--- src/spi_byte_reader.sv ---
`timescale 1ns/1ps

module spi_byte_reader (
    input  logic       clock,
    input  logic       reset,
    input  logic       cs,        // active low select
    input  logic       sck,
    input  logic       mosi,
    output logic       byte_read, // one-cycle pulse per completed byte
    output logic [7:0] data       // last completed byte
);

    logic [1:0] sck_sync;    // [0] first stage, [1] second stage
    logic       mosi_sync;   // aligned with sck_sync[0]
    logic       sck_rise;
    logic [2:0] bit_count;
    logic [7:0] read_buffer;

    assign sck_rise = sck_sync[0] & ~sck_sync[1];

    // sck and mosi come from another clock domain
    always_ff @(posedge clock) begin
        sck_sync  <= {sck_sync[0], sck};
        mosi_sync <= mosi;
    end

    always_ff @(posedge clock) begin
        if (reset || cs) begin
            bit_count <= '0;
            byte_read <= 1'b0;
        end else begin
            byte_read <= 1'b0;
            if (sck_rise) begin
                bit_count <= bit_count + 3'd1; // wraps to 0 after the eighth bit
                if (bit_count == 3'd7) begin
                    byte_read <= 1'b1;
                end
            end
        end
    end

    // shift register and output byte carry no reset
    always_ff @(posedge clock) begin
        if (sck_rise) begin
            read_buffer <= {read_buffer[6:0], mosi_sync};
            if (bit_count == 3'd7) begin
                data <= {read_buffer[6:0], mosi_sync};
            end
        end
    end

endmodule

--- config.mk ---
export PLATFORM = sky130hd
export DESIGN_NAME = spi_byte_reader
export DESIGN_NICKNAME = d
export VERILOG_FILES = /design/src/spi_byte_reader.sv
export SDC_FILE = /design/constraint.sdc
export NUM_CORES = 1
export LEC_CHECK = 0
export ABC_AREA = 1
export ABC_CLOCK_PERIOD_IN_PS = 2100
export BUFFER_PORTS_ARGS = -buffer_cell sky130_fd_sc_hd__buf_2
export CAP_MARGIN = 40
export CELL_PAD_IN_SITES_DETAIL_PLACEMENT = 1
export CELL_PAD_IN_SITES_GLOBAL_PLACEMENT = 1
export CORE_MARGIN = 5
export CORE_UTILIZATION = 41
export DETAILED_ROUTE_END_ITERATION = 10
export PLACE_DENSITY = 0.78
export SLEW_MARGIN = 20
export SYNTH_ARGS = -nofsm -noshare
export SYNTH_HDL_FRONTEND = slang
export SYNTH_SLANG_ARGS = --single-unit
--- constraint.sdc ---
create_clock -name clock -period 2.1 [get_ports clock]
set_clock_uncertainty 0.2 [all_clocks]
set_input_delay 0.21 -clock clock [delete_from_list [all_inputs] [get_ports clock]]
set_output_delay 0.21 -clock clock [all_outputs]
set_load 0.005 [all_outputs]
* Word-level counts from Yosys, hierarchy flattened
Cells that the tools add are included.
Operators by class: $add $sub $neg 1, equality and inequality tests 1, mux-type cells 1, bitwise logic cells 3, reduce and logical (&&, ||, !) cells 3
Operators by type and width (count):
- 3-bit by 1-bit adder with 3-bit output, second input constant | 1
- 3-bit == test, second input constant | 1
- 1-bit inverter | 2
- 2-bit AND reduction | 1
- 2-bit OR reduction | 1
- 1-bit bitwise AND | 1
- 1-bit logical OR | 1
- 1-bit 2-to-1 mux | 1
Word-level totals: bits in registers 22, bits of input ports 5, output and inout port bits 9, logic and storage cells 15

* Depth between registers and ports, before layout
word-level depth 4, gate-level depth with buffers 6, depth with buffers taken out 6

* Worst setup path after synthesis
OpenSTA, ideal clock, no wires.
path type register -> register, start point register bit_count[0], end point register data[0] (enable), library setup time 383 ps, arrival time 1238 ps, data required time 1517 ps, path slack 279 ps, stages on the path, launching flop included 5, path buffers 0, clock period less this slack 1821 ps, cell sequence dfxtp_1 ha_1 ha_1 inv_1 nor3_1
On the way: longest elaborated chain between the ends 2
Ends and longest elaborated chain:
- from (decl) | line 16 | logic [2:0] bit_count;
- from (signal assigned) | line 34 | bit_count <= bit_count + 3'd1;
- 3-bit == test | line 46 | if (bit_count == 3'd7) begin
- 2-bit AND reduction (no source line)
- to (signal assigned) | line 47 | data <= {read_buffer[6:0], mosi_sync};
- to (decl) | line 10 | output logic [7:0] data
Every way passes these cells. A chain may end at the register's enable or synchronous reset.

* Worst setup path in the final report
start point input port reset, end point register bit_count[2]
On the way: longest elaborated chain between the ends 1
Ends and longest elaborated chain:
- from (decl) | line 5 | input logic reset,
- 1-bit logical OR | line 28 | if (reset || cs) begin
Every way passes these cells.

==> results by group <==
Run status
  – Run status: completed

Timing
  – Worst hold margin: 0.228 ns
  – Number of pins with negative max-slew slack in the final report: 0
  – Shortest clock period the worst path allows after layout: approximately 1.7 ns
  – Relative max-transition margin: between 80% and 90%
  – Slew at the pin with the worst max-slew slack: ~0.29 ns
  – Post-route setup TNS: 0 ns
  – Maximum clock frequency: ~0.58 GHz
  – RSZ-0062 raised after global routing: false
  – Final Hold Violating Endpoints: 0
  – Final setup fails: 0
  – Final Cycle Share: between 80% and 90%

Worst hold path
  – Worst hold-check path type: reg2reg
  – Hold worst-path end: sck_sync[1]$_DFF_P_
  – Number of instances on the worst hold path: 0
  – Worst hold path startpoint: sck_sync[0]$_DFF_P_

Die
  – Placeable Area: 1690 sq um
  – Effective utilization at floorplan: 42.1%
  – Area enclosed by the die boundary: around 2700 sq um
  – Boundary pin count: 14
  – Die Width: 51.6 microns
  – Floorplan die height: 51.6 microns
  – Row count: 15

Clock network
  – Count of buffers added by post-CTS timing repair for setup: 0
  – Worst-case clock buffer depth: 2
  – Number of sinks handled by clock tree synthesis: 22
  – Clock transition time at the flip-flop clock pins of the worst setup and hold paths: between 0.1 and 0.15 ns
  – Clock H-tree levels: 1
  – Insertion delay of the later-clocked pin in the worst-skew pair: ~0.29 ns
  – Number of hold buffers added after cts: 5
  – CTS-repair resized insts: 0
  – Total clock buffers created by CTS: 3
  – Clock tree from TritonCTS: yes
  – CTS root buf: clkbuf_4

Synthesis
  – Post-Synthesis Cells: 46
  – Netlist area before placement: 711 sq um
  – Yosys synthesis warning count: 0
  – Syn_nets: 53
  – FF+latch count, synth: 22
  – Avg Inst Size Synth: 15.4 sq um
  – Share of the yosys chip area belonging to registers: around 83%
  – Count of unique library cells instantiated by Yosys: 10

Detailed routing
  – Pre-antenna DRT Iters: 1
  – Remaining DRCs: 0
  – Drt wl/cell: 11.9 microns
  – Detailed-route wire length: 1020 microns
  – 1st-iter DRT viols: 0
  – Vias per Instance: 4.57
  – Count of nets left with antenna violations after detail routing: 0
  – Routed via count: 393

Power and ir drop
  – Worst vdd ir: ~0.00031 V
  – Total power draw: 0.685 mW
  – Cell area power density: 777 nW/um^2
  – Leakage power total: 0.350 nW

Finish
  – Final net count: 77
  – Top library cells by usage in the layout, fill and taps aside: edfxtp_1, buf_2, nor2_1
  – Post-layout instance count excluding filler cells: 86
  – Layout cell share with drive strength beyond 1: 29.0%
  – Most common library cell in the layout ignoring fill and taps: edfxtp_1
  – # diodes: 0
  – Layout filler cell count: around 180
  – Layout Area Growth over Synthesis: 23.9%

Global route
  – Met2 usage: 16.1%
  – Overflow left after global routing: 0
  – Global Route Usage Sum: 9.12%
  – Met1 Track Usage GR: 9.59%
  – Number of antenna violations at the first check in global routing: 0
  – Pin count of the biggest net entering global routing: 13
  – Number of global-route vias before repair: 398
  – Global-route wire length before repair: 1710 microns
  – Highest-utilization routing layer at the global route stage: met2
  – Routing usage on met3: under 10%

Setup path
  – Largest driver fanout on the critical path: 3
  – Data required time of the critical path: 2.14 ns
  – R2r setup slk: roughly 0.60 ns
  – Startpoint kind of the worst setup timing path: primary input
  – Crit end category: flop
  – Logic depth of the worst register-to-register path: 5
  – Worst stage delay on the critical path: 0.62 ns
  – Worst path top cell family by delay: buffers and inverters
  – Critical path cell sequence: dlygate4sd3_1 -> buf_2 -> nor2_1 -> dlygate4sd3_1 -> nand2_1 -> nor2_1
  – Destination of the worst register-to-register timing path: data[3]$_DFFE_PP_
  – CP bufs+invs: 3
  – Slowest-stage cell, CP: dlygate4sd3_1
  – Reg2reg start: bit_count[0]$_SDFFE_PP0P_
  – Start-to-end type of the worst setup path: in2reg
  – Data arrival time of the worst path: 1.75 ns

Flow run
  – Number of max-cap violations: 0

Placement
  – Placed Cells: 77
  – Estimated wirelength of the detail-placed design: 749 microns
  – I/O Buffers: 13
  – Weighted congestion reported at the end of routability-driven placement: about 0.7
[per-stage QoR]
stage | util, % | cell area, sq um | setup slack [ns]
floorplan | - | 711 | 0.279
global placement | 47.6 | 805 | 0.637
detailed placement | 47.6 | 805 | 0.600
CTS | 52.1 | 881 | 0.385
global route | 52.1 | 881 | 0.321
finish | 52.1 | 881 | 0.390
[Yosys cell counts]
master / instances / area (sq um)
ha_1: 2 / 25.0
nand3_1: 3 / 15.0
nor3_1: 1 / 5.00
inv_1: 3 / 11.3
nor2_1: 8 / 30.0
dfxtp_1: 7 / 140
inv_2: 2 / 7.51
edfxtp_1: 15 / 450
nor2_4: 1 / 11.3
nand2_1: 4 / 15.0
[area by class of cell]
cell class              instances  area [sq um]  area share [%]
flip-flops and latches         22           591            67.0
repair buffers                 19           123            13.9
multi-input cells              19           101            11.5
clock buffers                   3          22.5            2.56
well taps                      17          21.3            2.41
inverters                       5          18.8            2.13
clock inverters                 1          3.75           0.426
[worst max-delay path by stage]
stage | slack, ns | from | cells past startpoint | endpoint
floorplan | 0.28 | bit_count[0]$_SDFFE_PP0P_ | 4 | data[0]$_DFFE_PP_
global placement | 0.64 | bit_count[0]$_SDFFE_PP0P_ | 5 | data[0]$_DFFE_PP_
detailed placement | 0.60 | bit_count[0]$_SDFFE_PP0P_ | 5 | data[1]$_DFFE_PP_
CTS | 0.39 | cs | 6 | bit_count[2]$_SDFFE_PP0P_
global route | 0.32 | reset | 6 | bit_count[2]$_SDFFE_PP0P_
finish | 0.39 | reset | 6 | bit_count[2]$_SDFFE_PP0P_
[layer usage]
metal  vias up  wire [microns]
li1        201               -
met1       178             394
met2        12             544
met3         2              68
met4         0              14
met5         -               0
[state kept, by name, summed over array words and instances, names as in the netlist]
| name | cells |
|---|---|
| mosi_sync | 1 |
| sck_sync | 2 |
| read_buffer | 7 |
| data | 8 |
| byte_read | 1 |
| bit_count | 3 |
[cells by family (layout without fill, tap and decap cells)]
| group | Yosys count | in the layout | synth area share, % |
|---|---|---|---|
| flip-flops | 22 | 22 | 83.1 |
| AND/OR/NAND/NOR | 17 | 17 | 10.7 |
| buffers and inverters | 5 | 28 | 2.64 |
| adder cells (fa/ha/maj) | 2 | 2 | 3.52 |
[worst register-to-register path, cell delays in order, from the launching register on]
cell and delay [ns]:
dfxtp_1 0.37, ha_1 0.16, ha_1 0.13, inv_1 0.04, nor3_1 0.13, buf_4 0.19
[where the power goes]
group	switching [mW]	total, mW	internal, mW
Clock	0.111	0.180	0.0691
Combinational	0.0126	0.0262	0.0136
Sequential	0.00665	0.478	0.472
Total	0.130	0.685	0.554
No activity file was read; power rests on OpenSTA's default activity.
