<file path="src/sprite_pkg.sv">
package sprite_pkg;

    // command codes, first byte of every SPI command
    localparam logic [7:0] command_save_sprite = 8'h01;
    localparam logic [7:0] command_draw_sprite = 8'h02;

    // bytes that follow each command byte
    localparam logic [15:0] save_data_count = 16'd513; // id + 256 pixels of 2 bytes
    localparam logic [15:0] draw_data_count = 16'd6;   // id, x hi/lo, y hi/lo, flags

    // sprite geometry
    localparam int sprite_side = 16;
    localparam int sprite_words = sprite_side * sprite_side;

    typedef logic [15:0] pixel_t; // 16-bit color
    typedef logic [15:0] coord_t; // screen position, wraps at 16 bits

endpackage

</file>
<file path="src/spi_command_parser.sv">
`timescale 1ns/1ps

module spi_command_parser import sprite_pkg::*; #(
    parameter int sprite_count = 8
) (
    input  logic       clock,
    input  logic       reset,
    input  logic       cs,
    input  logic       byte_read,
    input  logic [7:0] data,
    output logic       sprite_byte_valid,
    output logic [7:0] sprite_id,
    output logic [8:0] byte_offset,      // 0 to 511 within the sprite
    output logic [7:0] sprite_data,
    output logic       draw_valid,
    output logic [7:0] draw_id,
    output coord_t     draw_x,
    output coord_t     draw_y,
    output logic [7:0] draw_flags
);

    logic [7:0]  command;
    logic [15:0] data_count; // bytes expected after the command
    logic [15:0] data_index; // bytes received after the command

    always_ff @(posedge clock) begin
        if (reset || cs) begin
            command           <= '0;
            data_count        <= '0;
            data_index        <= '0;
            sprite_byte_valid <= 1'b0;
            draw_valid        <= 1'b0;
        end else begin
            sprite_byte_valid <= 1'b0;
            draw_valid        <= 1'b0;
            if (byte_read) begin
                if (data_index == data_count) begin
                    // previous command complete, this byte is a new command
                    command    <= data;
                    data_index <= '0;
                    case (data)
                        command_save_sprite: data_count <= save_data_count;
                        command_draw_sprite: data_count <= draw_data_count;
                        default:             data_count <= '0; // unknown, skip it
                    endcase
                end else begin
                    data_index <= data_index + 16'd1;
                    if (command == command_save_sprite && data_index != 16'd0) begin
                        sprite_byte_valid <= (sprite_id < sprite_count);
                    end
                    if (command == command_draw_sprite && data_index == 16'd5) begin
                        draw_valid <= (draw_id < sprite_count);
                    end
                end
            end
        end
    end

    // command fields, latched by position within the command
    always_ff @(posedge clock) begin
        if (byte_read && data_index != data_count) begin
            if (command == command_save_sprite) begin
                if (data_index == 16'd0) begin
                    sprite_id <= data;
                end else begin
                    byte_offset <= 9'(data_index - 16'd1);
                    sprite_data <= data;
                end
            end
            if (command == command_draw_sprite) begin
                case (data_index)
                    16'd0:   draw_id      <= data;
                    16'd1:   draw_x[15:8] <= data;
                    16'd2:   draw_x[7:0]  <= data;
                    16'd3:   draw_y[15:8] <= data;
                    16'd4:   draw_y[7:0]  <= data;
                    default: draw_flags   <= data;
                endcase
            end
        end
    end

endmodule

</file>
<file path="config.mk">
export PLATFORM = sky130hd
export DESIGN_NAME = spi_command_parser
export DESIGN_NICKNAME = d
export VERILOG_FILES = /design/src/sprite_pkg.sv /design/src/spi_command_parser.sv
export SDC_FILE = /design/constraint.sdc
export NUM_CORES = 1
export LEC_CHECK = 0
export ABC_AREA = 1
export BUFFER_PORTS_ARGS = -buffer_cell sky130_fd_sc_hd__buf_2
export CAP_MARGIN = 20
export CORE_MARGIN = 2
export CORE_UTILIZATION = 25
export CTS_CLUSTER_DIAMETER = 50
export DETAILED_ROUTE_END_ITERATION = 6
export GPL_TIMING_DRIVEN = 0
export PLACE_DENSITY = 0.51
export SETUP_SLACK_MARGIN = 0.1
export SLEW_MARGIN = 0
export SYNTH_ARGS = -nofsm -noshare
export SYNTH_HDL_FRONTEND = slang
export SYNTH_SLANG_ARGS = --single-unit
</file>
<file path="constraint.sdc">
create_clock -name clock -period 2.7 [get_ports clock]
set_input_delay 0.54 -clock clock [delete_from_list [all_inputs] [get_ports clock]]
set_output_delay 0.54 -clock clock [all_outputs]
set_load 0.05 [all_outputs]
</file>
=== Yosys cells after proc, flatten, opt, wreduce, memory -nomap -nowiden ===
Index checks and enable logic that the tools add are counted.

* Word-level logic and storage cells: 54
* Bits in registers: 115
* Output and inout bits: 75
* Input bits: 12

* Add/subtract/negate cells: 2
* Multiplexer cells: 2
* Order comparisons: 2
* Equality and inequality tests: 11
* Reduce and logical (&&, ||, !) cells: 18
* Bitwise operators: 5

{| class="wikitable"
|+ Operator list
! cell !! number
|-
| 16-bit by 2-bit == test with 1-bit output (second input constant) || 2
|-
| 16-bit by 3-bit == test with 1-bit output (second input constant) || 2
|-
| 3-bit AND reduction || 8
|-
| 10-bit case mux with 2 select lines || 1
|-
| 16-bit by 1-bit adder with 16-bit output (second input constant) || 1
|-
| 16-bit by 1-bit == test with 1-bit output (second input constant) || 1
|-
| 16-bit == test || 1
|-
| 8-bit by 1-bit == test with 1-bit output (second input constant) || 2
|-
| 8-bit by 2-bit == test with 1-bit output (second input constant) || 2
|-
| 16-bit logical NOT || 1
|-
| 8-bit by 4-bit less-than comparator with 1-bit output (second input constant) || 2
|-
| 16-bit two-way mux || 1
|-
| 16-bit inequality test || 1
|-
| 16-bit nonzero test || 1
|-
| 9-bit by 1-bit subtractor with 9-bit output (second input constant) || 1
|-
| 4-bit OR reduction || 2
|-
| 1-bit inverter || 5
|-
| 5-bit OR reduction || 1
|-
| 1-bit logical AND || 3
|-
| 2-bit AND reduction || 1
|-
| 1-bit logical OR || 1
|}

=== Logic depth before layout (Yosys ltp) ===
* Depth after elaboration: 4
* Depth in mapped cells: 10
* Gate-level depth less buffers: 9

=== Worst setup path after synthesis ===
OpenSTA, ideal clock, no wires.

* Path kind: register to register
* Start point: register data_index[0]
* End point: register byte_offset[0] (enable)
* Buffers on the path: 0
* Data required time: 2.310 ns
* Clock period less this slack: 2.217 ns
* Library setup time: 0.390 ns
* Cell stages (with the launch flop): 8
* Path slack: 0.483 ns
* Arrival: 1.827 ns
* Cell sequence: dfxtp_1 inv_1 ha_1 nand2_1 nor2_1 nand2_1 nand2_1 nor2_1

* Cells in the longest elaborated chain, start to end: 3
* Elaborated cells on any way between the ends: 5
* Those cells by class: eq/ne (1); bitwise (1); reduce/logical (3)

{| class="wikitable"
|+ RTL lines
! item !! RTL line !! text
|-
| from (decl) || spi_command_parser.sv:24 || <nowiki>logic [15:0] data_index;</nowiki>
|-
| from (signal assigned) || spi_command_parser.sv:47 || <nowiki>data_index <= data_index + 16'd1;</nowiki>
|-
| 16-bit inequality test or 16-bit logical NOT (tied branches) || spi_command_parser.sv:61, spi_command_parser.sv:63 ||
|-
| 1-bit logical AND or 1-bit inverter (tied branches) || n/a ||
|-
| 3-bit AND reduction (no source line) * || n/a ||
|-
| to (signal assigned) || spi_command_parser.sv:66 || <nowiki>byte_offset <= 9'(data_index - 16'd1);</nowiki>
|-
| to (decl) || spi_command_parser.sv:13 || <nowiki>output logic [8:0] byte_offset,</nowiki>
|}

Mark *: on every way between the ends. The rest lies on a longest branch, timed or not.
A chain may end at the register's enable or synchronous reset.

=== Final worst setup path ===
* Start point: register data_index[1]
* End point: register sprite_id[3] (enable)

* Cells in the longest elaborated chain, start to end: 3
* Elaborated cells on any way between the ends: 4
* Those cells by class: eq/ne (1); reduce/logical (3)

{| class="wikitable"
|+ RTL lines
! item !! RTL line !! text
|-
| 16-bit inequality test || spi_command_parser.sv:61 || <nowiki>if (byte_read && data_index != data_count) begin</nowiki>
|-
| 1-bit logical AND || spi_command_parser.sv:61 ||
|-
| 3-bit AND reduction (no source line) * || n/a ||
|-
| to (signal assigned) || spi_command_parser.sv:64 || <nowiki>sprite_id <= data;</nowiki>
|-
| to (decl) || spi_command_parser.sv:12 || <nowiki>output logic [7:0] sprite_id,</nowiki>
|}

Marks and branches as above.

==> metrics.csv <==
stage,metric,value,unit
run_status,outcome,finished clean,
routing,Starting DRT DRC Count,249,
power_and_ir_drop,Internal,2440,µW
power_and_ir_drop,Cell Pwr Density,624,nW/µm²
synthesis,Cell variety after synth,27,
synthesis,synthesized flop and latch total,101,
layout,area of the multi-input gates,1090,µm²
worst_setup_path,worst-path fanout max,8,
sta,maximum clock rate,429,MHz
synthesis,ys async rst share,0,%
worst_setup_path,Crit. End Element,register,
power_and_ir_drop,part of the power in the clock network,41.9,%
synthesis,top_reg_cell synth,edfxtp_1,
die,Die Height,131,µm
layout,ANT cells,0,
sta,final setup TNS,0,ps
clocking,clock tree from TritonCTS,yes,
synthesis,Yosys top cell area share,54.6,%
layout,Area Overhead vs Synth,25.2,%
worst_setup_path,critical path required time,2690,ps
placement,gpl congestion,0.789,
power_and_ir_drop,P_sw,695,µW
sta,Final Setup Violations,0,
sta,actual slew at the worst max-slew pin,771,ps
clocking,CTS sink count,101,
placement,IO buf count,85,
routing,first drt pass iteration count,6,
routing,Avg Vias per Cell,4.12,
layout,layout cells sized above 1,23.3,%
synthesis,Mean Syn Cell Area,10.6,µm²
die,Rows,46,
min_path,hold crit path type,register to register,
worst_setup_path,CP arrival,2320,ps
grt,global-route wire length before repair,14.3,mm
clocking,clock-pin slew on the worst setup and hold paths,70,ps
grt,GR Overflow Total,0,
sta,Slew HR,48.4,%
sta,clk_skew,8.88,ps
synthesis,"Cell Area, Synth",4010,µm²
sta,hold violation total from the final report,0,
clocking,TritonCTS Buffers,9,
layout,Fillers,1636,
clocking,worst skew pair latency,350,ps
synthesis,number of synthesized flops with an enable pin,73,
clocking,Longest Clk Path Bufs,2,
synthesis,most common library cells after synthesis,"nor2_1, nand2_1, edfxtp_1",
worst_setup_path,CP startpoint kind,register,
die,die area,17100,µm²
die,core box area,15800,µm²
routing,post-route DRC violation count,0,
placement,post-DP HPWL,6.71,mm
synthesis,post-synthesis instance total,380,
grt,gr usage total,11.1,%
power_and_ir_drop,combinational share of power,4.6,%
sta,RSZ-0062 raised after global routing,no,
layout,Nets,492,
die,initial core utilization,25.4,%
grt,largest net degree at the start of global routing,19,
sta,Tmin final,2330,ps
die,Die X,131,µm
sta,fin. max-slew vios,0,
grt,vias in the first global route,2709,
synthesis,synthesized netlist net count,396,
grt,initial antenna violation count,0,
synthesis,Synth Warn #,0,
power_and_ir_drop,Leak,0.00194,µW
synthesis,"Seq/Total Area, Yosys",68.6,%
power_and_ir_drop,switch share,22.2,%
layout,Final Util,31.8,%
layout,register area,2750,µm²
worst_setup_path,kind of critical path,register to register,
routing,total routed wirelength,9.28,mm
sta,final worst-path cycle share,86.4,%
synthesis,"count leader, synth",nor2_1,
synthesis,Synth area leader,edfxtp_1,
power_and_ir_drop,sequential share of power,53.5,%
die,number of primary I/O pins,87,
clocking,root buf cell,clkbuf_16,
synthesis,Synth area leaders,"edfxtp_1, dfxtp_1, nor2_1, nand2_1, inv_1",
routing,vias,2873,
power_and_ir_drop,Peak VDD IR,0.000265,V
clocking,H-tree Lvls,3,
routing,post-route ant nets,0,
flow_run,Max-Cap Viols,0,
routing,WL/cell,13.3,µm
[through the flow]
step,cells,instance area (µm²),hold WS [ps],worst slack [ps],power [µW]
2_1_floorplan,380,4010,455,483,1800
3_3_place_gp,681,4710,465,-185,1850
3_5_place_dp,681,4710,480,-93.6,1860
4_1_cts,697,5020,490,186,3170
5_1_grt,697,5020,518,199,3250
6_report,697,5020,492,368,3140
[metal layers]
metal	share of wire, %	vias to the layer above	GRT usage (%)
li1	-	1445	-
met1	44	1361	14.1
met3	4.5	10	1.91
met2	49	57	18.6
met4	2.0	0	5.44
met5	0	-	0
[registers in the layout (all words and copies together) (netlist names)]
signal / cells
draw_id: 8
data_index: 16
data_count: 2
sprite_id: 8
command: 8
draw_y: 16
draw_x: 16
sprite_byte_valid: 1
byte_offset: 9
draw_flags: 8
sprite_data: 8
draw_valid: 1
[critical path: stages, from the launching register on]
cell and delay [ps]:
dfxtp_1 390, inv_1 140, ha_1 260, nand2_1 90, nor2_1 290, nand2_1 190, nor3b_2 610
[final cells by class]
cell class,instances,area share [%]
multi-input cells,233,21.6
flip-flops and latches,101,54.8
inverters,40,2.99
repair buffers,85,8.47
plain buffers,6,0.698
clock buffers,9,4.48
clock inverters,7,1.52
well taps,216,5.38
[power groups by stage]
stage,clock (µW),combinational [µW],sequential (µW)
after CTS,1350,146,1680
after global routing,1410,165,1680
final,1310,145,1680
after detailed placement,0,145,1710
after floorplan,0,85.1,1720
after global placement,0,142,1710
[path summary, 6_finish.rpt]
path	start	endpoint	slack [ps]	depth (start not counted)
setup reg to reg	data_index[1]	sprite_id[3]	370	6
setup / recovery	data_index[1]	sprite_id[3]	370	6
hold / removal	command[7]	command[7]	490	2
hold reg to reg	command[7]	command[7]	490	2
[logic make-up after synthesis]
logic type	count (synthesis)	synth area share [%]
flops	101	68.6
fa+ha+maj	4	1.25
buf+inv	46	4.61
xor+xnor	11	2.40
compound gates	12	1.68
simple gates	206	21.5
[timing repair]
item,CTS,global route
gates resized for setup,1,1
cloned,0,0
pin swaps,0,0
buffers inserted,0,0
setup endpoints to repair,8,17
hold buffers,0,0
[placed cells by master, fill, tap and decap left out, drive strengths merged]
cell type	n
o21a	1
o21ai	7
nand2	79
edfxtp	73
nor4	1
nor3	9
xor2	10
a21oi	2
o31ai	1
buf	90
nor2	83
clkbuf	10
nor3b	2
bufinv	1
nand4	5
clkinv	2
nand3	27
a211oi	1
xnor2	1
inv	44
ha	4
dfxtp	28
No activity file was read; power rests on OpenSTA's default activity.
