**src/sprite_pkg.sv**
```systemverilog
package sprite_pkg;

    // command codes, first byte of every SPI command
    localparam logic [7:0] command_save_sprite = 8'h01;
    localparam logic [7:0] command_draw_sprite = 8'h02;

    // bytes that follow each command byte
    localparam logic [15:0] save_data_count = 16'd513; // id + 256 pixels of 2 bytes
    localparam logic [15:0] draw_data_count = 16'd6;   // id, x hi/lo, y hi/lo, flags

    // sprite geometry
    localparam int sprite_side = 16;
    localparam int sprite_words = sprite_side * sprite_side;

    typedef logic [15:0] pixel_t; // 16-bit color
    typedef logic [15:0] coord_t; // screen position, wraps at 16 bits

endpackage

```
**src/sprite_ram_arbiter.sv**
```systemverilog
`timescale 1ns/1ps

module sprite_ram_arbiter import sprite_pkg::*; #(
    parameter int sprite_count = 8,
    localparam int address_width = $clog2(sprite_count * sprite_words)
) (
    input  logic                     write_request,
    input  logic [address_width-1:0] write_address,
    input  pixel_t                   write_data,
    input  logic                     read_request,
    input  logic [address_width-1:0] read_address,
    output logic                     read_grant,
    output logic                     ram_enable,
    output logic                     ram_write,
    output logic [address_width-1:0] ram_address,
    output pixel_t                   ram_write_data
);

    // loader writes never wait, the blitter reads in the gaps
    assign read_grant     = read_request & ~write_request;
    assign ram_enable     = write_request | read_request;
    assign ram_write      = write_request;
    assign ram_address    = write_request ? write_address : read_address;
    assign ram_write_data = write_data;

endmodule

```
**config.mk**
```make
export PLATFORM = sky130hd
export DESIGN_NAME = sprite_ram_arbiter
export DESIGN_NICKNAME = d
export VERILOG_FILES = /design/src/sprite_pkg.sv /design/src/sprite_ram_arbiter.sv
export SDC_FILE = /design/constraint.sdc
export NUM_CORES = 1
export LEC_CHECK = 0
export BUFFER_PORTS_ARGS = -buffer_cell sky130_fd_sc_hd__buf_2
export CAP_MARGIN = 20
export CORE_AREA = 3 3 40 42
export DETAILED_ROUTE_END_ITERATION = 16
export DIE_AREA = 0 0 43 45
export GPL_ROUTABILITY_DRIVEN = 0
export GPL_TIMING_DRIVEN = 0
export PLACE_DENSITY = 0.89
export SYNTH_ARGS = -nofsm -noshare
export SYNTH_HDL_FRONTEND = slang
export SYNTH_SLANG_ARGS = --single-unit
export TNS_END_PERCENT = 100
```
**constraint.sdc**
```tcl
create_clock -name vclk -period 0.9
set_clock_uncertainty 0.05 [all_clocks]
set_input_delay 0.18 -clock vclk [all_inputs]
set_output_delay 0.18 -clock vclk [all_outputs]
set_load 0.01 [all_outputs]
```
* Word level (Yosys, flattened, before mapping)
Cells that the tools add are included.
** Storage, ports and cells
- Output and inout bits :: 30
- Bits of input ports :: 40
- Flip-flop bits (word level) :: 0
** Cells by class
- Bitwise logic cells :: 3
- Mux-type cells :: 1
** Operator list (number)
- $mux W11 :: 1
- $and A1 B1 Y1 :: 1
- $not A1 Y1 :: 1
- $or A1 B1 Y1 :: 1

* Depth between registers and ports, before layout
Gate-level depths: netlist of run 1.
- Depth after elaboration :: 2
- Depth in mapped cells :: 2
- Gate-level depth less buffers :: 1

* Worst setup path after synthesis of run 1
Ideal clock, no wire load.
- Path kind :: input port to output port
- From :: input write_request
- To :: output ram_address[1]
- Required time :: 670 ps
- Path slack :: 43 ps
- Cell stages on the path :: 2
- Arrival time :: 627 ps
- Cell sequence :: buf_6 -> mux2_4
** Between the ends
- Longest elaborated chain between the ends :: 1
** RTL lines
- start: declaration :: line sprite_ram_arbiter.sv:7 : input logic write_request,
- $mux W11 :: line sprite_ram_arbiter.sv:23 : assign ram_address = write_request ? write_address : read_address;
- end: declaration :: line sprite_ram_arbiter.sv:15 : output logic [address_width-1:0] ram_address,
No other way between the ends.

* Final worst setup path of run 1
- From :: input write_request
- To :: output ram_address[2]
Same word-level chain as after synthesis.

==> results of run 1 <==
==> placed cells by master (no fill, tap or decap), drive strengths merged <==
master / count
and2b: 1
buf: 73
mux2: 11
or2: 1
==> worst max-delay path: stages <==
cell and delay [ns]:
buf_12 0.12, buf_8 0.13, mux2_4 0.30, buf_6 0.12
==> cell families (layout without fill, tap and decap cells) <==
group / Yosys count / in the layout / synth area share, %
multiplexers: 11 / 11 / 50.00
buffers and inverters: 18 / 73 / 45.12
AND/OR/NAND/NOR: 2 / 2 / 4.880
==> per-stage QoR <==
step / hold slack (ns) / utilization (%) / std cells / total power, mW / area (sq um)
floorplan: 0.4018 / - / 31 / 0.1806 / 307.8
global placement: 0.4952 / 46.45 / 100 / 0.3073 / 596.8
detailed placement: 0.4948 / 46.45 / 100 / 0.3126 / 596.8
CTS: 0.4946 / 56.57 / 101 / 0.3982 / 726.9
global route: 0.4997 / 56.57 / 101 / 0.4220 / 726.9
finish: 0.4938 / 56.57 / 101 / 0.3944 / 726.9
==> cell type report <==
cell class                 count  area, sq um  area share [%]
multi-input combinational     13        171.4           23.58
buffer                        18        142.6           19.62
tap                           15        18.77           2.582
timing repair buffer          55        394.1           54.22
==> metal layers <==
metal | vias to the layer above | part of all wire, % | track usage (%)
met1 | 161 | 29 | 10.24
li1 | 197 | - | -
met3 | 0 | 22 | 3.586
met4 | 0 | 0 | 0
met2 | 46 | 50 | 20.06
met5 | - | 0 | 0
==> worst paths after layout <==
check / startpoint / end / slack [ns] / depth (start not counted)
setup / recovery: write_request / ram_address[2] / -0.18 / 4
hold / removal: write_data[7] / ram_write_data[7] / 0.49 / 2
==> what timing repair did <==
item	4_1_cts	5_1_grt
gates cloned	1	0
resized for setup	20	0
pin swaps	1	0
endpoints found under the setup margin	13	13
==> power groups by stage <==
| stage | Combinational (mW) | Sequential (mW) | Clock [mW] |
|---|---|---|---|
| final | 0.394 | 0 | 0 |
| after CTS | 0.398 | 0 | 0 |
| after global routing | 0.422 | 0 | 0 |
| after detailed placement | 0.313 | 0 | 0 |
| after floorplan | 0.181 | 0 | 0 |
| after global placement | 0.307 | 0 | 0 |
==> impl_metrics.env, run 1 <==
export IMPL_status="finished, violations left"
export IMPL_violations="negative setup slack"
export IMPL_synthTopCellsByCount="buf_4, mux2_4, mux2_2"
export IMPL_flops_and_latches=0
export IMPL_switching_power_uw=128.9
export IMPL_yosysMostFrequentCell="buf_4"
export IMPL_syn_num_nets=71
export IMPL_firstDrtPassIters=1
export IMPL_grt_antenna_before_repair=0
export IMPL_vias=404
export IMPL_n_fill_cell=115
export IMPL_layout_min_cycle_time_ns=1.076
export IMPL_die_x_microns=43
export IMPL_ys_seq_area_share_pct=0
export IMPL_holdBufCountCts=0
export IMPL_wire_per_inst_microns=10.50
export IMPL_grt_pass1_wl_microns=1593
export IMPL_ys_top_cells_by_area="buf_4, mux2_4, mux2_2"
export IMPL_start_util_pct=23.95
export IMPL_ant_nets=0
export IMPL_cp_end_kind="output pin"
export IMPL_max_freq_mhz=929.8
export IMPL_hold_viol_final=0
export IMPL_drtIter0Drc=0
export IMPL_final_setup_tns_ns=-1.706
export IMPL_grt_overflow=0
export IMPL_antenna_cells=0
export IMPL_pwr_density_cell_nw_per_um2=542.6
export IMPL_cp_start_kind="input port"
export IMPL_synth_top_cell_area_share_pct=41.46
export IMPL_cp_required_ns=0.67
export IMPL_vias_per_cell=4.000
export IMPL_swShare_pct=32.67
export IMPL_synth_area_per_cell_sq_um=9.929
export IMPL_dieArea_sq_um=1935
export IMPL_post_cts_buffers=0
export IMPL_core_sq_um=1285
export IMPL_nClkBuffers=0
export IMPL_syn_area_sq_um=307.8
export IMPL_ir_worst_vdd_uv=220.0
export IMPL_seqCellArea_sq_um=0
export IMPL_critPathKind="input port to output pin"
export IMPL_dp_hpwl_microns=941.6
export IMPL_cap_violations=0
export IMPL_rsz0062_at_grt="true"
export IMPL_hold_path_class="input port to output pin"
export IMPL_drive_gt1_share_pct=100.0
export IMPL_synth_top_area_cell="buf_4"
export IMPL_drcViolationCount=0
export IMPL_area_delta_synth_final_pct=136.2
export IMPL_relSlewSlack_pct=95.73
export IMPL_setup_viol=13
export IMPL_cellLeakagePower_nw=0.4330
export IMPL_grt_pass1_vias=398
export IMPL_layout_nets=128
export IMPL_worst_slack_ns=-0.1755
export IMPL_syn_inst=31
export IMPL_io_pins=70
export IMPL_seqPwrFrac_pct=0
export IMPL_pwr_share_clk_pct=0
export IMPL_grt_max_degree=7
export IMPL_port_buffers=54
export IMPL_track_usage_pct=9.867
export IMPL_internal_power_uw=265.6
export IMPL_wl_microns=1061
export IMPL_cp_arrival_ns=0.85
export IMPL_rows=13
export IMPL_p_comb_share_pct=100.0
export IMPL_cp_max_fo=6
export IMPL_ys_warn_count=0
export IMPL_maxSlewViolCount=0
export IMPL_dp_slack_ns=-0.2857
export IMPL_die_h_microns=45
export IMPL_synthDistinctLibCells=6
export IMPL_tightest_slew_ns=0.06412
export IMPL_min_period_over_period_pct=119.5
Note: power is estimated with default switching activity, not from simulation.
==> run 2, diff against run 1 <==
- CAP_MARGIN: 20 -> 25
- CELL_PAD_IN_SITES_DETAIL_PLACEMENT: unset -> 1
- CELL_PAD_IN_SITES_GLOBAL_PLACEMENT: unset -> 1
- CORE_AREA: 3 3 40 42 -> unset
- CORE_MARGIN: unset -> 3
- CORE_UTILIZATION: unset -> 13
- DIE_AREA: 0 0 43 45 -> unset
- PLACE_DENSITY: 0.89 -> 0.91
==> impl_metrics.env, run 2 (same netlist as run 1, synthesis figures left out) <==
export IMPL_core_sq_um=2102
export IMPL_dieArea_sq_um=2988
export IMPL_rows=16
export IMPL_track_usage_pct=9.116
export IMPL_grt_max_degree=7
export IMPL_hold_start="write_data[2]"
export IMPL_maxSlewViolCount=0
export IMPL_tightest_slew_ns=0.06378
export IMPL_hold_viol_final=0
export IMPL_final_common_cell="buf_2"
export IMPL_worst_slack_ns=-0.1811
export IMPL_vias_per_cell=3.584
export IMPL_io_pins=70
export IMPL_die_h_microns=54.66
export IMPL_max_freq_mhz=925.0
export IMPL_grt_pass1_wl_microns=1987
export IMPL_relSlewSlack_pct=95.75
export IMPL_grt_antenna_before_repair=0
export IMPL_cap_violations=0
export IMPL_pwr_density_cell_nw_per_um2=541.3
export IMPL_cp_start_kind="input port"
export IMPL_layout_nets=128
export IMPL_drtIter0Drc=0
export IMPL_nClkBuffers=0
export IMPL_cellLeakagePower_nw=0.4330
export IMPL_dpl_cell_area_sq_um=611.8
export IMPL_hold_depth=2
export IMPL_violations="negative setup slack"
export IMPL_drive_gt1_share_pct=100.0
export IMPL_grt_pass1_vias=426
export IMPL_start_util_pct=14.64
export IMPL_firstDrtPassIters=1
export IMPL_antenna_cells=0
export IMPL_hold_path_class="input port to output pin"
export IMPL_n_fill_cell=259
export IMPL_seqCellArea_sq_um=0
export IMPL_cp_end_kind="output pin"
export IMPL_ir_worst_vdd_uv=225.2
export IMPL_area_delta_synth_final_pct=141.1
export IMPL_rsz0062_at_grt="true"
export IMPL_total_power_uw=401.6
export IMPL_cp_arrival_ns=0.85
export IMPL_status="finished, violations left"
export IMPL_post_cts_buffers=0
export IMPL_layout_min_cycle_time_ns=1.081
export IMPL_cp_required_ns=0.67
export IMPL_critPathKind="input port to output pin"
export IMPL_min_period_over_period_pct=120.1
export IMPL_grt_overflow=0
export IMPL_wire_per_inst_microns=12.61
export IMPL_setup_viol=13
export IMPL_ant_nets=0
export IMPL_vias=405
export IMPL_flops_and_latches=0
export IMPL_die_x_microns=54.66
export IMPL_cp_max_fo=6
export IMPL_fin_area_sq_um=742.0
export IMPL_wl_microns=1425
export IMPL_port_buffers=54
export IMPL_layout_common_cells="buf_2, buf_4, buf_6"
export IMPL_holdBufCountCts=0
export IMPL_drcViolationCount=0
export IMPL_holdPathEnd="ram_write_data[2]"
run 2: cell counts in the layout (fill, tap and decap cells not counted):
Identical to the previous run, type by type.
run 2: how the worst max path moves through the flow:
stage / from / to / slack, ns / cells past startpoint
after floorplan: write_request / ram_address[1] / 0.04 / 2
after global placement: write_request / ram_address[4] / -0.28 / 4
after detailed placement: write_request / ram_address[4] / -0.30 / 4
after CTS: write_request / ram_address[2] / -0.19 / 4
after global routing: write_request / ram_address[2] / -0.20 / 4
final: write_request / ram_address[2] / -0.18 / 4
run 2: area by class of cell:
class                      count  area [sq um]  share of cell area [%]
buffer                        18         142.6                   19.22
multi-input combinational     13         171.4                   23.10
tap                           27         33.78                   4.553
timing repair buffer          55         394.1                   53.12
run 2: repair_timing:
action,4_1_cts,5_1_grt
cloned,1,0
endpoints found under the setup margin,13,13
endpoints found under the hold margin,0,0
pin swaps,1,0
resized for setup,21,0
run 2: through the flow:
step | setup WS (ns) | setup TNS [ns] | hold slack (ns) | instances | utilization (%)
5_1_grt | -0.1964 | -1.921 | 0.5006 | 113 | 35.30
3_5_place_dp | -0.2978 | -3.128 | 0.4952 | 112 | 29.11
2_1_floorplan | 0.04283 | 0 | 0.4018 | 31 | -
4_1_cts | -0.1883 | -1.792 | 0.4964 | 113 | 35.30
3_3_place_gp | -0.2785 | -2.892 | 0.4963 | 112 | 29.11
6_report | -0.1811 | -1.748 | 0.4947 | 113 | 35.30
run 2: power breakdown:
part / switching (mW) / internal, mW / leakage (nW) / total [mW]
Combinational: 0.136 / 0.266 / 0.433 / 0.402
Clock: 0 / 0 / 0 / 0
Sequential: 0 / 0 / 0 / 0
run 2: layer usage:
layer	share of wire (%)	track usage [%]	vias to the layer above	wire length, microns
met5	0	0	-	0
li1	-	-	198	-
met1	29	9.135	178	408
met4	0	0	0	0
met2	61	20.08	29	876
met3	9.8	1.090	0	140
run 2: critical path: stages:
cell and delay [ns]:
buf_12 0.12, buf_8 0.13, mux2_4 0.30, buf_6 0.12
