### src/sprite_pkg.sv
package sprite_pkg;

    // command codes, first byte of every SPI command
    localparam logic [7:0] command_save_sprite = 8'h01;
    localparam logic [7:0] command_draw_sprite = 8'h02;

    // bytes that follow each command byte
    localparam logic [15:0] save_data_count = 16'd513; // id + 256 pixels of 2 bytes
    localparam logic [15:0] draw_data_count = 16'd6;   // id, x hi/lo, y hi/lo, flags

    // sprite geometry
    localparam int sprite_side = 16;
    localparam int sprite_words = sprite_side * sprite_side;

    typedef logic [15:0] pixel_t; // 16-bit color
    typedef logic [15:0] coord_t; // screen position, wraps at 16 bits

endpackage

### src/sprite_blitter.sv
`timescale 1ns/1ps

module sprite_blitter import sprite_pkg::*; #(
    parameter int sprite_count = 8,
    localparam int address_width = $clog2(sprite_count * sprite_words),
    localparam int index_width = $clog2(sprite_words),
    localparam int side_width = $clog2(sprite_side)
) (
    input  logic                     clock,
    input  logic                     reset,
    input  logic                     draw_valid,
    input  logic [7:0]               draw_id,
    input  coord_t                   draw_x,
    input  coord_t                   draw_y,
    input  logic [7:0]               draw_flags,
    output logic                     read_request,
    output logic [address_width-1:0] read_address,
    input  logic                     read_grant,
    input  pixel_t                   read_data,
    output logic                     pixel_valid,
    output coord_t                   pixel_x,
    output coord_t                   pixel_y,
    output pixel_t                   pixel_color,
    output logic                     draw_busy
);

    logic                   active;        // a draw owns the read port or the pipe
    logic                   reading;       // reads still to issue for the active draw
    logic [index_width-1:0] pixel_index;
    logic [7:0]             active_id;
    coord_t                 active_x;
    coord_t                 active_y;
    logic [7:0]             active_flags;
    logic                   pending_valid;
    logic [7:0]             pending_id;
    coord_t                 pending_x;
    coord_t                 pending_y;
    logic [7:0]             pending_flags;
    logic                   tag_valid;     // tag stage 1, aligned with read_data
    logic [side_width-1:0]  tag_column;
    logic [side_width-1:0]  tag_row;
    logic                   granted;
    logic                   finish;
    logic                   slot_free;
    logic                   take_pending;
    logic                   take_draw;
    logic                   store_pending;

    assign read_request = active & reading;
    assign read_address = address_width'(active_id * sprite_words + pixel_index);
    assign granted      = read_request & read_grant;

    // last read returned and its pixel is in the output stage
    assign finish       = active & ~reading & ~tag_valid;
    assign slot_free    = ~active | finish;
    assign take_pending = slot_free & pending_valid;
    assign take_draw    = slot_free & ~pending_valid & draw_valid;
    assign draw_busy    = active;

    // a draw that finds both slots full is dropped
    assign store_pending = draw_valid & ~take_draw & (~pending_valid | take_pending);

    always_ff @(posedge clock) begin
        if (reset) begin
            active        <= 1'b0;
            reading       <= 1'b0;
            pixel_index   <= '0;
            pending_valid <= 1'b0;
            tag_valid     <= 1'b0;
            pixel_valid   <= 1'b0;
        end else begin
            tag_valid   <= granted;
            // output stage is tag stage 2
            pixel_valid <= tag_valid & ~(active_flags[0] && read_data == '0);

            if (granted) begin
                pixel_index <= pixel_index + 1'b1;
                if (pixel_index == index_width'(sprite_words - 1)) begin
                    reading <= 1'b0;
                end
            end

            if (take_pending || take_draw) begin
                active      <= 1'b1;
                reading     <= 1'b1;
                pixel_index <= '0;
            end else if (finish) begin
                active <= 1'b0;
            end

            if (store_pending) begin
                pending_valid <= 1'b1;
            end else if (take_pending) begin
                pending_valid <= 1'b0;
            end
        end
    end

    always_ff @(posedge clock) begin
        if (take_pending) begin
            active_id    <= pending_id;
            active_x     <= pending_x;
            active_y     <= pending_y;
            active_flags <= pending_flags;
        end else if (take_draw) begin
            active_id    <= draw_id;
            active_x     <= draw_x;
            active_y     <= draw_y;
            active_flags <= draw_flags;
        end

        if (store_pending) begin
            pending_id    <= draw_id;
            pending_x     <= draw_x;
            pending_y     <= draw_y;
            pending_flags <= draw_flags;
        end

        tag_column  <= pixel_index[side_width-1:0];
        tag_row     <= pixel_index[2*side_width-1:side_width];
        pixel_x     <= active_x + coord_t'(tag_column); // wraps in 16 bits
        pixel_y     <= active_y + coord_t'(tag_row);
        pixel_color <= read_data;
    end

endmodule

### config.mk
export PLATFORM = sky130hd
export DESIGN_NAME = sprite_blitter
export DESIGN_NICKNAME = d
export VERILOG_FILES = /design/src/sprite_pkg.sv /design/src/sprite_blitter.sv
export SDC_FILE = /design/constraint.sdc
export NUM_CORES = 1
export LEC_CHECK = 0
export BUFFER_PORTS_ARGS = -buffer_cell sky130_fd_sc_hd__buf_2
export CORE_MARGIN = 10
export CORE_UTILIZATION = 55
export DETAILED_ROUTE_END_ITERATION = 16
export GPL_TIMING_DRIVEN = 1
export PLACE_DENSITY = 0.82
export SYNTH_ARGS = -nofsm -noshare
export SYNTH_HDL_FRONTEND = slang
export SYNTH_SLANG_ARGS = --single-unit
### constraint.sdc
create_clock -name clock -period 6.85 [get_ports clock]
set_input_delay 1.37 -clock clock [delete_from_list [all_inputs] [get_ports clock]]
set_output_delay 1.37 -clock clock [all_outputs]
set_load 0.005 [all_outputs]
======== Word-level counts from Yosys, hierarchy flattened ========
Index checks and enable logic that the tools add are counted.
word-level totals
  memories kept ........................... 0
  bits in latches ......................... 0
  output and inout port bits .............. 62
  word-level logic and storage cells ...... 67
  register bits after elaboration ......... 141
  bits in read-only memories .............. 0
  memory bits (writable) .................. 0
cells by class
  equality and inequality tests ........... 1
  mux-type cells .......................... 15
  div/mod/pow operators ................... 0
  $lt $le $gt $ge ......................... 0
  shifts and indexed selects .............. 0
  add/sub/neg operators ................... 4
  $mul .................................... 0
  bitwise operators ....................... 18
  reduce and logical (&&, ||, !) cells .... 10
operator list
  kind                                                           number
  16-bit 2-to-1 mux                                              4
  16-bit by 4-bit adder with 16-bit output                       2
  16-bit zero test                                               1
  11-bit by 8-bit adder with 11-bit output                       1
  1-bit bitwise AND                                              10
  2-bit nonzero test                                             5
  1-bit 2-to-1 mux                                               9
  8-bit by 1-bit adder with 8-bit output, second input constant  1
  8-bit == test, second input constant                           1
  3-bit 2-to-1 mux                                               2
  1-bit inverter                                                 6
  1-bit bitwise OR                                               2
  2-bit AND reduction                                            1
  2-bit OR reduction                                             1
  1-bit logical AND                                              1
  1-bit logical OR                                               1

======== Logic depth before layout (Yosys ltp) ========
  depth after elaboration ................. 10
  mapped depth ............................ 6
  mapped depth without buffers ............ 6

======== Worst setup path before layout ========
No wires, ideal clock.
  path type ............................... input-to-reg
  from .................................... in draw_valid
  to ...................................... reg pending_flags[0] (enable)
  path slack .............................. 3.213 ns
  stages .................................. 2
  path buffers ............................ 0
  arrival ................................. 3.196 ns
  path through ............................ inv_1 a21oi_1
between the ends
  longest elaborated chain between the ends .. 4
ends and longest elaborated chain
  what                               RTL line               text
  from (decl)                        sprite_blitter.sv:11   input logic draw_valid,
  1-bit bitwise AND                  sprite_blitter.sv:57   assign take_draw = slot_free & ~pending_valid & draw_valid;
  1-bit inverter                     sprite_blitter.sv:61   assign store_pending = draw_valid & ~take_draw & (~pending_valid | take_pending);
  1-bit bitwise AND * (2 in series)  sprite_blitter.sv:61
  named net store_pending            sprite_blitter.sv:47   logic store_pending;
  to (signal assigned)               sprite_blitter.sv:116  pending_flags <= draw_flags;
  to (decl)                          sprite_blitter.sv:38   logic [7:0] pending_flags;
The timed path passes the listed nets; every way through them passes the cells marked *.
A chain may end at the register's enable or synchronous reset.

======== Final worst setup path ========
  from .................................... reg reading
  to ...................................... out read_request
between the ends
  longest elaborated chain between the ends .. 1
ends and longest elaborated chain
  what                    RTL line              text
  from (decl)             sprite_blitter.sv:28  logic reading;
  from (signal assigned)  sprite_blitter.sv:66  reading <= 1'b0;
  from (signal assigned)  sprite_blitter.sv:79  reading <= 1'b0;
  from (signal assigned)  sprite_blitter.sv:85  reading <= 1'b1;
  1-bit bitwise AND       sprite_blitter.sv:49  assign read_request = active & reading;
  to (decl)               sprite_blitter.sv:16  output logic read_request,
No other way between the ends.

==> impl_metrics.toml <==
[final_layout]
nFillCells = 616
syn_to_final_growth_pct = 26.27
multiInputGateArea_um2 = 1515
final_cells = 586
fin_nets = 541
fin_util_pct = 70.43
seqCellArea_um2 = 3543
drive_above_1_share_pct = 40.21
antennaDiodeCount = 0

[floorplanning]
die_h_um = 116.3
die_w_um = 116.3
rows = 35
initial_core_util_pct = 55.78
die-area_um2 = 13540
io_pins = 130
core_um2 = 9153

[outcome]
status = "finished clean"

[clock_network]
cts_buffer_depth = 2
cts.sink_count = 141
cts_resized = 0
h-tree-depth = 4
cts.clk_slew.worst_paths_ns = 0.06
cts_tree = "done"
postCtsSetupRepairBufs = 0
clock-root-buffer = "clkbuf_8"
cts_hold_buf = 0
cts_buffers = 17
clock_latency_ns = 0.50

[logic_synthesis]
yosysWarnings = 0
synth-seq-cells = 141
synth.yosys.seq_area_share_pct = 69.41
synth_cells = 328
synth_area_um2 = 5105
synth_cell_types = 36
syn_nets = 407
syn-mean-instance-area_um2 = 15.56

[routing]
drt-vias-per-instance = 5.104
ant_nets = 0
dr.pass1.iters = 5
wire_per_inst_um = 16.66
drt_iter0_markers = 93
finalWirelength_um = 9761
drc_errors = 0
vias = 2991

[critical_path]
start_kind = "register"
criticalPathCategory = "reg2out"
crit_required_ns = 5.48
critical_path.cell_chain = "and2_2, buf_2"
cp-end-kind = "primary output"
critPathArrivalTime_ns = 1.24
critical_path.max_stage_delay_ns = 0.43
critical_path.top_delay_family = "flip-flops"
crit_slowest_cell = "dfxtp_1"
worstPathMaxFanout = 4
critPathBufInv = 1

[timing]
max_freq_ghz = 0.3831
slew_violations = 0
setup_tns_ns = 0
fin_worst_skew_ns = 0.01023
fin_crit_ns = 2.610
slew_headroom_pct = 53.25
hold_viol_final = 0
period_share_pct = 38.11
setup_viol = 0
tightestPinTransition_ns = 0.7007
grt_setup_unrepaired = "no"

[global_route]
grt_first_pass_wirelength_um = 15730
overflow = 0
track_usage_pct = 15.21
grt_max_degree = 38
antenna_found_initial = 0
grt_pass1_vias = 3237

[power]
fin_total_pwr_w = 0.002013
p_per_area_nw_per_um2 = 312.3
ir_drop_mv = 0.2254
p_leak_nw = 2.720

[placed_design]
place.gp.congestion = 0.7785
dpl.cell_count = 554
dpl.hpwl_um = 7160
port_buffers = 117

[worst_hold_path]
hold_class = "reg2reg"

[run]
max_cap_viol_count = 0
report_power, final:
part / switching (W) / internal (W)
combinational: 0.0000499 / 0.0000558
clock: 0.000335 / 0.000618
sequential: 0.0000196 / 0.000936
total: 0.000404 / 0.00161
layout make-up:
type                            instances  area share, %
Tap cell                              111          2.155
Clock buffer                           20          6.929
Clock inverter                         12          2.834
Sequential cell                       141          54.97
Inverter                                5         0.2911
Timing Repair Buffer                  119          9.317
Multi-Input combinational cell        178          23.51
cell families (layout without fill, tap and decap cells):
logic type               Yosys count  count (layout)  synth area share (%)
adder cells (fa/ha/maj)           12              12                 3.186
AO/OA/AOI/OAI                     19              19                 2.672
AND/OR/NAND/NOR                   76              76                 7.500
XOR/XNOR                          34              34                 5.833
multiplexers                      37              37                 10.27
flip-flops                       141             141                 69.41
buffers and inverters              9             156                 1.127
final timing paths:
path | start | to | slack (ns) | cells after the start
max reg2reg | reading$_SDFFE_PP0P_ | pending_y[14]$_DFFE_PP_ | 4.43 | 4
min reg2reg | pixel_index[6]$_SDFFE_PP0P_ | tag_row[2]$_DFF_P_ | 0.41 | 0
min | pixel_index[6]$_SDFFE_PP0P_ | tag_row[2]$_DFF_P_ | 0.41 | 0
max | reading$_SDFFE_PP0P_ | read_request | 4.24 | 2
per-stage QoR:
| stage | cell area [µm²] | hold slack, ns | worst slack, ns |
|---|---|---|---|
| CTS | 6446 | 0.4105 | 4.227 |
| global placement | 5817 | 0.3985 | 4.099 |
| finish | 6446 | 0.4060 | 4.240 |
| detailed placement | 5817 | 0.4015 | 4.097 |
| floorplan | 5105 | 0.3894 | 3.213 |
| global route | 6446 | 0.4321 | 4.162 |
worst register-to-register path: cells and delay by family (launching register included):
family | cells | cell delay (ns)
buffers and inverters | 1 | 0.41
AOI/OAI and AO/OA | 2 | 0.91
DFF | 1 | 0.36
and+or+nand+nor | 1 | 0.42
synthesized netlist by cell type:
master    number  share of area, %
a211oi_1       2              0.29
a21o_1         3              0.44
a21oi_1        4              0.39
a21oi_2        1              0.17
a31oi_1        1              0.12
and2_1         1              0.12
and2_2         1              0.15
and4_1         3              0.51
buf_2          1             0.098
buf_6          3              0.66
dfxtp_1       69                27
edfxtp_1      72                42
fa_1           2              0.78
ha_1           9               2.2
inv_1          5              0.37
maj3_1         1              0.20
mux2_2         7               1.5
mux2_4        29               8.5
mux2i_1        1              0.20
nand2_1       19               1.4
nand2_4        1              0.22
nand2b_1       2              0.25
nand3_1       11               1.1
nand4_1       11               1.3
nor2_1        17               1.2
nor3_1         5              0.49
nor3b_1        1              0.15
nor4_1         3              0.37
nor4b_1        1              0.17
o211ai_2       1              0.25
o21ai_0        4              0.39
o21ai_4        1              0.32
o21bai_1       1              0.15
o31ai_1        1              0.15
xnor2_1       26               4.5
xor2_1         8               1.4
layer usage:
metal / share of wire (%) / vias up / GRT usage, %
met5: 0 / - / 0
met4: 1.2 / 0 / 5.421
met3: 7.2 / 10 / 6.934
met2: 49 / 102 / 24.96
met1: 42 / 1413 / 17.12
li1: - / 1466 / -
layout by cell type (no fill, tap or decap), types with 5 or more instances in the layout:
cell / instances
nand3_1: 11
xnor2_1: 26
mux2_4: 29
mux2_2: 7
buf_2: 117
nand4_1: 11
nor2_1: 17
inv_1: 5
nor3_1: 5
clkbuf_16: 17
dfxtp_1: 69
edfxtp_1: 72
nand2_1: 19
ha_1: 9
xor2_1: 8
registers in the layout, summed over array words and instances, names as in the netlist, 3 cells and up:
| register | cells |
|---|---|
| pending_y | 16 |
| pixel_index | 8 |
| active_y | 16 |
| active_id | 3 |
| pending_x | 16 |
| pending_id | 3 |
| pixel_color | 16 |
| tag_column | 4 |
| tag_row | 4 |
| active_x | 16 |
| pixel_x | 16 |
| pixel_y | 16 |
(Power assumes the default switching activity.)
